$ cat src/design/cpu_pkg.sv
/*
  cpu package: word, nibble and address widths, their vector types
  and the instruction opcodes of the accumulator CPU
*/

package cpu_pkg;

  ////////////////////
  // widths fixed by the instruction format

  // register and memory word
  localparam int DATA_W    = 8;
  // operand nibble, also the opcode field
  localparam int NIB_W     = 4;
  // program counter and memory address
  localparam int ADDR_W    = 4;
  localparam int MEM_DEPTH = 16;

  typedef logic [DATA_W-1:0] word_t;
  typedef logic [NIB_W-1:0]  nibble_t;
  typedef logic [ADDR_W-1:0] pc_t;

  ////////////////////
  // opcodes, upper nibble of the instruction word
  // 0xC to 0xF are undefined and decode as NOP

  typedef enum logic [NIB_W-1:0] {
    OP_NOP    = 4'h0,
    OP_LDA_LO = 4'h1,
    OP_LDA_HI = 4'h2,
    OP_LDB_LO = 4'h3,
    OP_LDB_HI = 4'h4,
    OP_LDC_LO = 4'h5,
    OP_LDC_HI = 4'h6,
    OP_ADD    = 4'h7,
    OP_SUB    = 4'h8,
    OP_MUL    = 4'h9,
    OP_OUT    = 4'hA,
    OP_IN     = 4'hB
  } opcode_t;

  // register select for IN and OUT, taken from the operand
  localparam nibble_t SEL_A = 4'd0;
  localparam nibble_t SEL_B = 4'd1;
  localparam nibble_t SEL_C = 4'd2;

endpackage
$ cat src/design/cpu_top.sv
/*
  accumulator CPU top level: program memory, control and datapath
*/

`timescale 1ns/1ps

module cpu_top (
  input  logic             clk,
  input  logic             arst_n,
  input  logic             run,
  input  logic             load_en,
  input  cpu_pkg::pc_t     load_addr,
  input  cpu_pkg::word_t   load_data,
  input  cpu_pkg::word_t   in_data,
  output cpu_pkg::word_t   out_data,
  output logic             out_valid
);

  cpu_pkg::pc_t       pc;
  cpu_pkg::word_t     fetch_word;
  cpu_pkg::opcode_t   op;
  cpu_pkg::nibble_t   operand;

  ////////////////////
  // program store

  program_mem program_mem_inst (
    .clk        (clk),
    .arst_n     (arst_n),
    .load_en    (load_en),
    .load_addr  (load_addr),
    .load_data  (load_data),
    .fetch_addr (pc),
    .fetch_word (fetch_word)
  );

  ////////////////////
  // fetch and decode

  // the only place where run enters the core
  cpu_control cpu_control_inst (
    .clk        (clk),
    .arst_n     (arst_n),
    .run        (run),
    .fetch_word (fetch_word),
    .pc         (pc),
    .op         (op),
    .operand    (operand)
  );

  ////////////////////
  // execute

  cpu_datapath cpu_datapath_inst (
    .clk        (clk),
    .arst_n     (arst_n),
    .op         (op),
    .operand    (operand),
    .in_data    (in_data),
    .out_data   (out_data),
    .out_valid  (out_valid)
  );

endmodule

$ cat src/design/cpu_datapath.sv
/*
  cpu datapath: registers A, B and C, the add/sub/mul ALU,
  IN capture and the registered OUT port with its valid strobe
*/

`timescale 1ns/1ps

module cpu_datapath (
  input  logic               clk,
  input  logic               arst_n,
  input  cpu_pkg::opcode_t   op,
  input  cpu_pkg::nibble_t   operand,
  input  cpu_pkg::word_t     in_data,
  output cpu_pkg::word_t     out_data,
  output logic               out_valid
);

  cpu_pkg::word_t reg_a;
  cpu_pkg::word_t reg_b;
  cpu_pkg::word_t reg_c;

  cpu_pkg::word_t a_next;
  cpu_pkg::word_t b_next;
  cpu_pkg::word_t c_next;
  cpu_pkg::word_t out_next;
  logic           valid_next;

  cpu_pkg::word_t alu_sum;
  cpu_pkg::word_t alu_diff;
  cpu_pkg::word_t alu_prod;

  // nibble replacement, shared by all three registers
  function automatic cpu_pkg::word_t put_lo(cpu_pkg::word_t w, cpu_pkg::nibble_t n);
    return {w[cpu_pkg::DATA_W-1:cpu_pkg::NIB_W], n};
  endfunction

  function automatic cpu_pkg::word_t put_hi(cpu_pkg::word_t w, cpu_pkg::nibble_t n);
    return {n, w[cpu_pkg::NIB_W-1:0]};
  endfunction

  ////////////////////
  // alu

  // all results are 8 bits wide, carries and high product bits drop off
  assign alu_sum  = reg_a + reg_b;
  assign alu_diff = reg_a - reg_b;
  assign alu_prod = reg_a * reg_b;

  ////////////////////
  // next state

  always_comb begin
    a_next     = reg_a;
    b_next     = reg_b;
    c_next     = reg_c;
    out_next   = out_data;
    valid_next = 1'b0;

    case (op)
      cpu_pkg::OP_LDA_LO: a_next = put_lo(reg_a, operand);
      cpu_pkg::OP_LDA_HI: a_next = put_hi(reg_a, operand);
      cpu_pkg::OP_LDB_LO: b_next = put_lo(reg_b, operand);
      cpu_pkg::OP_LDB_HI: b_next = put_hi(reg_b, operand);
      cpu_pkg::OP_LDC_LO: c_next = put_lo(reg_c, operand);
      cpu_pkg::OP_LDC_HI: c_next = put_hi(reg_c, operand);
      cpu_pkg::OP_ADD:    c_next = alu_sum;
      cpu_pkg::OP_SUB:    c_next = alu_diff;
      cpu_pkg::OP_MUL:    c_next = alu_prod;
      cpu_pkg::OP_IN: begin
        // operand above 2 selects nothing
        case (operand)
          cpu_pkg::SEL_A: a_next = in_data;
          cpu_pkg::SEL_B: b_next = in_data;
          cpu_pkg::SEL_C: c_next = in_data;
          default: ;
        endcase
      end
      cpu_pkg::OP_OUT: begin
        valid_next = 1'b1;
        case (operand)
          cpu_pkg::SEL_A: out_next = reg_a;
          cpu_pkg::SEL_B: out_next = reg_b;
          cpu_pkg::SEL_C: out_next = reg_c;
          default:        valid_next = 1'b0;
        endcase
      end
      default: ;
    endcase
  end

  ////////////////////
  // registers

  always_ff @(posedge clk or negedge arst_n) begin
    if (!arst_n) begin
      reg_a     <= '0;
      reg_b     <= '0;
      reg_c     <= '0;
      out_data  <= '0;
      out_valid <= 1'b0;
    end else begin
      reg_a     <= a_next;
      reg_b     <= b_next;
      reg_c     <= c_next;
      out_data  <= out_next;
      // one-cycle strobe per executed OUT
      out_valid <= valid_next;
    end
  end

endmodule

$ cat src/design/cpu_control.sv
/*
  cpu control: program counter, instruction split and opcode decode.
  run gates both the counter and the decoded operation
*/

`timescale 1ns/1ps

module cpu_control (
  input  logic               clk,
  input  logic               arst_n,
  input  logic               run,
  input  cpu_pkg::word_t     fetch_word,
  output cpu_pkg::pc_t       pc,
  output cpu_pkg::opcode_t   op,
  output cpu_pkg::nibble_t   operand
);

  cpu_pkg::nibble_t raw_op;
  cpu_pkg::pc_t     pc_next;
  logic             op_defined;

  ////////////////////
  // program counter

  // 4-bit counter, wraps from 15 back to 0 on its own
  assign pc_next = pc + 1'b1;

  always_ff @(posedge clk or negedge arst_n) begin
    if (!arst_n) begin
      pc <= '0;
    end else if (run) begin
      pc <= pc_next;
    end
  end

  ////////////////////
  // instruction split

  assign raw_op  = fetch_word[cpu_pkg::DATA_W-1:cpu_pkg::NIB_W];
  assign operand = fetch_word[cpu_pkg::NIB_W-1:0];

  ////////////////////
  // opcode decode

  // only 0x0 to 0xB carry meaning
  always_comb begin
    case (raw_op)
      cpu_pkg::OP_NOP,
      cpu_pkg::OP_LDA_LO,
      cpu_pkg::OP_LDA_HI,
      cpu_pkg::OP_LDB_LO,
      cpu_pkg::OP_LDB_HI,
      cpu_pkg::OP_LDC_LO,
      cpu_pkg::OP_LDC_HI,
      cpu_pkg::OP_ADD,
      cpu_pkg::OP_SUB,
      cpu_pkg::OP_MUL,
      cpu_pkg::OP_OUT,
      cpu_pkg::OP_IN: op_defined = 1'b1;
      default:        op_defined = 1'b0;
    endcase
  end

  // the datapath never looks at run, a stopped CPU just sees NOP
  always_comb begin
    if (run && op_defined) begin
      op = cpu_pkg::opcode_t'(raw_op);
    end else begin
      op = cpu_pkg::OP_NOP;
    end
  end

endmodule

$ cat src/design/program_mem.sv
/*
  program memory: sixteen instruction words in flip-flops,
  written through a strobed load port and read combinationally
*/

`timescale 1ns/1ps

module program_mem (
  input  logic           clk,
  input  logic           arst_n,
  input  logic           load_en,
  input  cpu_pkg::pc_t   load_addr,
  input  cpu_pkg::word_t load_data,
  input  cpu_pkg::pc_t   fetch_addr,
  output cpu_pkg::word_t fetch_word
);

  cpu_pkg::word_t mem [cpu_pkg::MEM_DEPTH];

  ////////////////////
  // write port

  // reset wipes the whole program, so a reset CPU only runs NOPs
  always_ff @(posedge clk or negedge arst_n) begin
    if (!arst_n) begin
      for (int i = 0; i < cpu_pkg::MEM_DEPTH; i++) begin
        mem[i] <= '0;
      end
    end else if (load_en) begin
      mem[load_addr] <= load_data;
    end
  end

  ////////////////////
  // fetch port

  // no read latency, the control block decodes in the same cycle
  assign fetch_word = mem[fetch_addr];

endmodule

$ cat config.mk
export PLATFORM = sky130hd
export DESIGN_NAME = cpu_top
export DESIGN_NICKNAME = d
export VERILOG_FILES = /design/src/design/cpu_pkg.sv /design/src/design/cpu_top.sv /design/src/design/cpu_datapath.sv /design/src/design/cpu_control.sv /design/src/design/program_mem.sv
export SDC_FILE = /design/constraint.sdc
export NUM_CORES = 1
export LEC_CHECK = 0
export BUFFER_PORTS_ARGS = -buffer_cell sky130_fd_sc_hd__buf_4
export CORE_MARGIN = 5
export CORE_UTILIZATION = 57
export CTS_CLUSTER_SIZE = 10
export DETAILED_ROUTE_END_ITERATION = 10
export PLACE_DENSITY = 0.84
export SLEW_MARGIN = 20
export SYNTH_ARGS = -nofsm -noshare
export SYNTH_HDL_FRONTEND = slang
export SYNTH_SLANG_ARGS = --single-unit
$ cat constraint.sdc
create_clock -name clk -period 4.1 [get_ports clk]
set_input_delay 0.82 -clock clk [delete_from_list [all_inputs] [get_ports clk]]
set_output_delay 0.82 -clock clk [all_outputs]
set_load 0.01 [all_outputs]
### Word level (Yosys, flattened, before mapping)

Memories as Yosys holds them, arrays and structs flattened.
Index checks and enable logic that the tools add are counted.

* register bits: 165
* bits in read-only memories: 16
* input bits: 24
* output and inout port bits: 9
* logic and storage cells: 91
* memories: 1

Memories
* (no name shown): words 16, bits a word 1, read ports 1, clocked after Yosys merged registers in 0, wr ports 0, line cpu_control.sv:47 `case (raw_op)`

* add/subtract/negate cells: 3
* multiply operators: 1
* magnitude comparators: 3
* equality and inequality tests: 16
* multiplexer cells: 16
* bitwise gates (word level): 8
* reductions and logical operators: 18

Operators with widths (number)
* 128-bit bitwise mux: 1
* 8-bit one-hot mux with 3 select lines: 3
* 8-bit 2-to-1 mux: 6
* 8-bit one-hot mux with 6 select lines: 1
* 8-bit binary-select mux with 4-bit select: 1
* 8-bit demux with 4-bit select: 1
* 3-bit AND reduction: 6
* 4-bit by 3-bit == test with 1-bit output (second input constant): 4
* 4-bit == test (second input constant): 4
* 4-bit by 2-bit == test with 1-bit output (second input constant): 3
* 5-bit >= comparator (second input constant): 2
* 4-bit inverter with 5-bit output: 2
* 5-bit nonzero test: 2
* 8-bit adder: 1
* 4-bit by 1-bit == test with 1-bit output (second input constant): 2
* 8-bit by 8-bit multiplier with 8-bit output: 1
* 2-bit nonzero test: 4
* 8-bit subtractor: 1
* 2-bit by 1-bit != test with 1-bit output (second input constant): 3
* 1-bit inverter: 6
* 5-bit by 1-bit < comparator with 1-bit output (second input constant): 1
* 4-bit by 1-bit adder with 4-bit output (second input constant): 1
* 4-bit zero test: 1
* 4-bit 2-to-1 mux: 1
* other kinds (5): 7

### Longest topological paths before layout

An unclocked memory read counts as a cell.

* word-level depth: 10
* mapped depth: 19

### By module

Synthesis repeated with hierarchy kept, for this count alone.

* cell total of the unflattened synthesis: 754
* area, all modules: 9356.5 um2

By module, submodules not included
* program_mem: instances 1, cells each 365, area an instance 5915.7 um2
* cpu_datapath: instances 1, cells each 367, area an instance 3189.3 um2
* cpu_control: instances 1, cells each 22, area an instance 251.5 um2

### Worst setup path after synthesis

Ideal clock, no wire load.

* path kind: register to register
* start: register cpu_control_inst.pc[0]
* end: register cpu_datapath_inst.reg_c[3]
* data arrival time: 3908 ps
* data required time: 3975 ps
* slack: 67 ps
* cell stages (with the launch flop): 20
* buffers on the path: 4
* clock period less this slack: 4033 ps
* cell sequence: dfrtp_1 > buf_6 > buf_12 > buf_6 > buf_6 > mux4_2 > mux2i_2 > and3b_1 > o221a_2 > mux2_2 > inv_1 > ha_1 > nor2b_1 > o21ai_0 > nand2_1 > nor2_1 > nor2_1 > a31o_1 > mux2_2 > mux2_2

* cells in the longest elaborated chain, start to end: 10

RTL lines
* from (decl): line cpu_control.sv:13 `output cpu_pkg::pc_t pc,`
* from (signal assigned): line cpu_control.sv:32 `pc <= pc_next;`
* 4-bit inverter with 5-bit output (not written as such) *: line program_mem.sv:38 `assign fetch_word = mem[fetch_addr];`
* 8-bit binary-select mux with 4-bit select *: line program_mem.sv:38
* 8-bit 2-to-1 mux (not written as such) * (2 in a row): line program_mem.sv:38
* memory 16 x 1 bit
* 1-bit logical AND: line cpu_control.sv:66 `if (run && op_defined) begin`
* 4-bit 2-to-1 mux: line cpu_control.sv:66
* 4-bit by 3-bit == test with 1-bit output or 4-bit == test (tied branches): line cpu_datapath.sv:59 `case (op)`
* 5-bit nonzero test (no line), or another cell as far along
* 3-bit AND reduction (no line)
* to (signal assigned): line cpu_datapath.sv:104 `reg_c <= c_next;`
* to (decl): line cpu_datapath.sv:20 `cpu_pkg::word_t reg_c;`

Every way passes the cells marked *; elsewhere a longest branch is shown, timed or not. The select of a mux whose other input is x is not followed.
A chain may end at the register's enable or synchronous reset.

### Final worst setup path

* start: register cpu_datapath_inst.reg_b[2]
* end: register cpu_datapath_inst.reg_c[7]

* cells in the longest elaborated chain, start to end: 2

RTL lines
* from (decl): line cpu_datapath.sv:19 `cpu_pkg::word_t reg_b;`
* from (signal assigned): line cpu_datapath.sv:103 `reg_b <= b_next;`
* 8-bit by 8-bit multiplier with 8-bit output, or another cell as far along: line cpu_datapath.sv:47 `assign alu_prod = reg_a * reg_b;`
* 8-bit one-hot mux with 6 select lines *: line cpu_datapath.sv:59

Every way passes the cells marked *; elsewhere a longest branch is shown, timed or not.

==> run_results.csv <==
group,metric,value,unit
clocking,path_clk_slew,0.07,ns
timing,fmax,251.4,MHz
critical_path,cp.required,4.39,ns
detailed_routing,drcViolationCount,0,
critical_path,start_kind,"register",
critical_path,path_buf_inv,3,
logic_synthesis,synth_cell_types,67,
logic_synthesis,ys_seq_area_frac,0.4425,
power_and_ir_drop,p_leak,4.663,nW
power_and_ir_drop,power_density,875.0,nW/um^2
place,pre_cts_slack,-0.04457,ns
detailed_routing,num_vias,6474,
logic_synthesis,synth_common_cells,"165 x dfrtp_1, 139 x mux2_2, 50 x nor2_1, 42 x nand2_1, 35 x inv_1",
clocking,htreeDepth,4,
logic_synthesis,synth_area_leaders,"dfrtp_1 44%, mux2_2 17%, mux4_2 5.8%",
clocking,clk_path_buf_depth,2,
flow_run,maxCapViolations,0,
logic_synthesis,synth.most_common_cell,"dfrtp_1",
timing,setup_violations,0,
logic_synthesis,postSynthAreaPerCell,12.49,sq um
timing,relSlewSlack,0.2093,
global_routing,grt_antenna_before_repair,0,
critical_path,crit_type,"register to register",
detailed_routing,wl_per_cell,22.28,um
status,status,"completed",
critical_path,cpPeakStageDelay,0.57,ns
min_path,hold_path.class,"input port to asynchronous set/reset pin",
global_routing,grtUsageTotal,0.2548,
cells_and_area,layout-drive-gt1-share,0.3841,
timing,fin_crit_sh,0.9703,
critical_path,worstPathMaxFanout,4,
cells_and_area,area_growth,14.07,%
cells_and_area,nNetsFinal,870,
detailed_routing,drtPass1Iterations,6,
place,routabilityCongestion,0.9625,
critical_path,cp_cell_sequence,"buf_6 -> and2_4 -> fa_2 -> inv_2 -> fa_1 -> fa_1 -> fa_2 -> inv_2 -> ha_4 -> a21oi_2 -> xnor2_1 -> xnor2_1 -> o21ai_1 -> a222oi_1 -> o22ai_1",
die,die_w,137.9,um
die,rows,46,
timing,finClkSkew,0.01506,ns
cells_and_area,utilization,0.6652,
global_routing,grt_pass1_vias,6949,
die,pin_count,33,
logic_synthesis,synth_ff_type,"dfrtp_1",
logic_synthesis,syn-num-nets,810,
clocking,cts_sinks,165,
timing,finalCriticalPeriod,3.978,ns
die,die-height,137.9,um
timing,rsz0062_at_grt,"yes",
detailed_routing,ant_nets,0,
logic_synthesis,synth.ff_latch_count,165,
power_and_ir_drop,ir_drop,667.9,uV
detailed_routing,dr.first_iter.drc_count,556,
timing,drv_slew,0,
logic_synthesis,yosys.area.top_type_share,0.4425,
critical_path,crit_path_end_kind,"register",
die,die-area,19030,sq um
logic_synthesis,postSynthCellCount,747,
clocking,cts_hold_buffers,0,
logic_synthesis,synth_edf_count,0,
timing,setup_slack,0.1218,ns
critical_path,critical-path-top-delay-family,"adder cells",
clocking,cts-root-buf,"clkbuf_16",
die,initial_utilization,0.5831,
detailed_routing,vias_per_cell,6.249,
logic_synthesis,synth_area_leader_cell,"dfrtp_1",
critical_path,arrival,4.27,ns
detailed_routing,wl,23080,um
global_routing,grt_pass1_wl,36670,um
place,placement.io_buffers,32,
timing,hold_viol_final,0,
cells_and_area,num_antenna_cells,0,
clocking,clk_latency,0.43,ns
timing,tightest_slew,1.182,ns
clocking,cts_buffers,17,
global_routing,grt_remaining_overflow,0,
die,core_area,16000,sq um
clocking,cts_tree,"yes",
place,hpwl,15960,um
logic_synthesis,async_flop_share,1.000,
logic_synthesis,syn_area,9330,sq um
global_routing,grt_max_degree,109,
logic_synthesis,yosysWarnings,0,
critical_path,slowest_stage,"fa_2",
cell usage in the layout (no fill, tap or decap), types with 5 or more instances in the layout:
cell type    n
dfrtp_1    161
mux2_2     139
buf_4       76
nor2_1      48
nand2_1     42
inv_1       27
xnor2_1     25
mux4_2      24
ha_1        23
a21oi_1     17
clkbuf_16   17
a22oi_1     16
o21ai_0     13
mux4_1      11
a31oi_1     11
inv_2        9
and2_1       9
mux2i_1      9
fa_1         9
nand2b_1     8
a21o_1       8
nor3_1       6
xor2_1       6
a22o_1       5
inv_6        5
flip-flops by register name (all words and copies together), names as in the netlist:
register / cells
program_mem_inst.mem: 128
cpu_datapath_inst.out_data: 8
cpu_datapath_inst.reg_a: 8
cpu_datapath_inst.reg_b: 8
cpu_datapath_inst.reg_c: 8
cpu_control_inst.pc: 4
cpu_datapath_inst.out_valid: 1
metal layers:
| layer | part of all wire | global-route usage | vias up |
|---|---|---|---|
| li1 | - | - | 2829 |
| met1 | 0.38 | 0.3102 | 3289 |
| met2 | 0.52 | 0.4393 | 278 |
| met3 | 0.070 | 0.06567 | 78 |
| met4 | 0.032 | 0.09330 | 0 |
| met5 | 0 | 0 | - |
through the flow:
stage          area (sq um)  hold WS (ns)  power [mW]  instances   TNS, ns
6_report              10640        0.4855       9.312       1036         0
5_1_grt               10640        0.4990       9.963       1036   -0.1258
4_1_cts               10470        0.4951       8.904       1026         0
3_5_place_dp           9915        0.4821       7.381        991  -0.04457
3_3_place_gp           9915        0.4777       7.116        991         0
2_1_floorplan          9330        0.4643       6.064        747         0
worst register-to-register path, stage by stage (launching register included):
cell and delay [ns]:
dfrtp_1 0.42, buf_6 0.14, and2_4 0.15, fa_2 0.35
inv_2 0.06, fa_1 0.43, fa_1 0.51, fa_2 0.57
inv_2 0.05, ha_4 0.21, a21oi_2 0.15, xnor2_1 0.14
xnor2_1 0.15, o21ai_1 0.10, a222oi_1 0.30, o22ai_1 0.13
report_power, final:
part	switching, mW	internal, mW
Sequential	0.381	2.10
Clock	0.672	0.787
Combinational	2.78	2.59
final cells by class:
class                      instances  area, sq um
multi-input combinational        505         4927
timing repair buffer              81        640.6
clock buffer                      20        436.7
inverter                          37        138.9
clock inverter                    12        95.09
fill                            1145         5358
sequential                       165         4134
tap                              216        270.3
logic make-up after synthesis:
family | Yosys count | share of synthesized area
xor+xnor | 31 | 0.02910
flops | 165 | 0.4425
compound gates | 103 | 0.07859
simple gates | 144 | 0.07550
fa+ha+maj | 39 | 0.06276
mux | 188 | 0.2737
buf+inv | 77 | 0.03781
final timing paths:
check                      cells after the start  slack [ns]                                endpoint                                    from
min in group clk                               1        0.49  cpu_datapath_inst.reg_c[5]$_DFFE_PN0P_  cpu_datapath_inst.reg_c[5]$_DFFE_PN0P_
max in group asynchronous                      2        2.78      cpu_control_inst.pc[3]$_DFFE_PN0P_                                  arst_n
hold / removal                                 1        0.49    program_mem_inst.mem[17]$_DFFE_PN0P_                                  arst_n
setup reg to reg                              15        0.12  cpu_datapath_inst.reg_c[7]$_DFFE_PN0P_  cpu_datapath_inst.reg_b[2]$_DFFE_PN0P_
hold reg to reg                                1        0.49  cpu_datapath_inst.reg_c[5]$_DFFE_PN0P_  cpu_datapath_inst.reg_c[5]$_DFFE_PN0P_
setup / recovery                              15        0.12  cpu_datapath_inst.reg_c[7]$_DFFE_PN0P_  cpu_datapath_inst.reg_b[2]$_DFFE_PN0P_
what timing repair did:
action	CTS	global route
endpoints found under the setup margin	3	4
pin swaps	0	19
gates resized for setup	0	33
buffers inserted	3	10
Power figures use the tool's default switching activity.
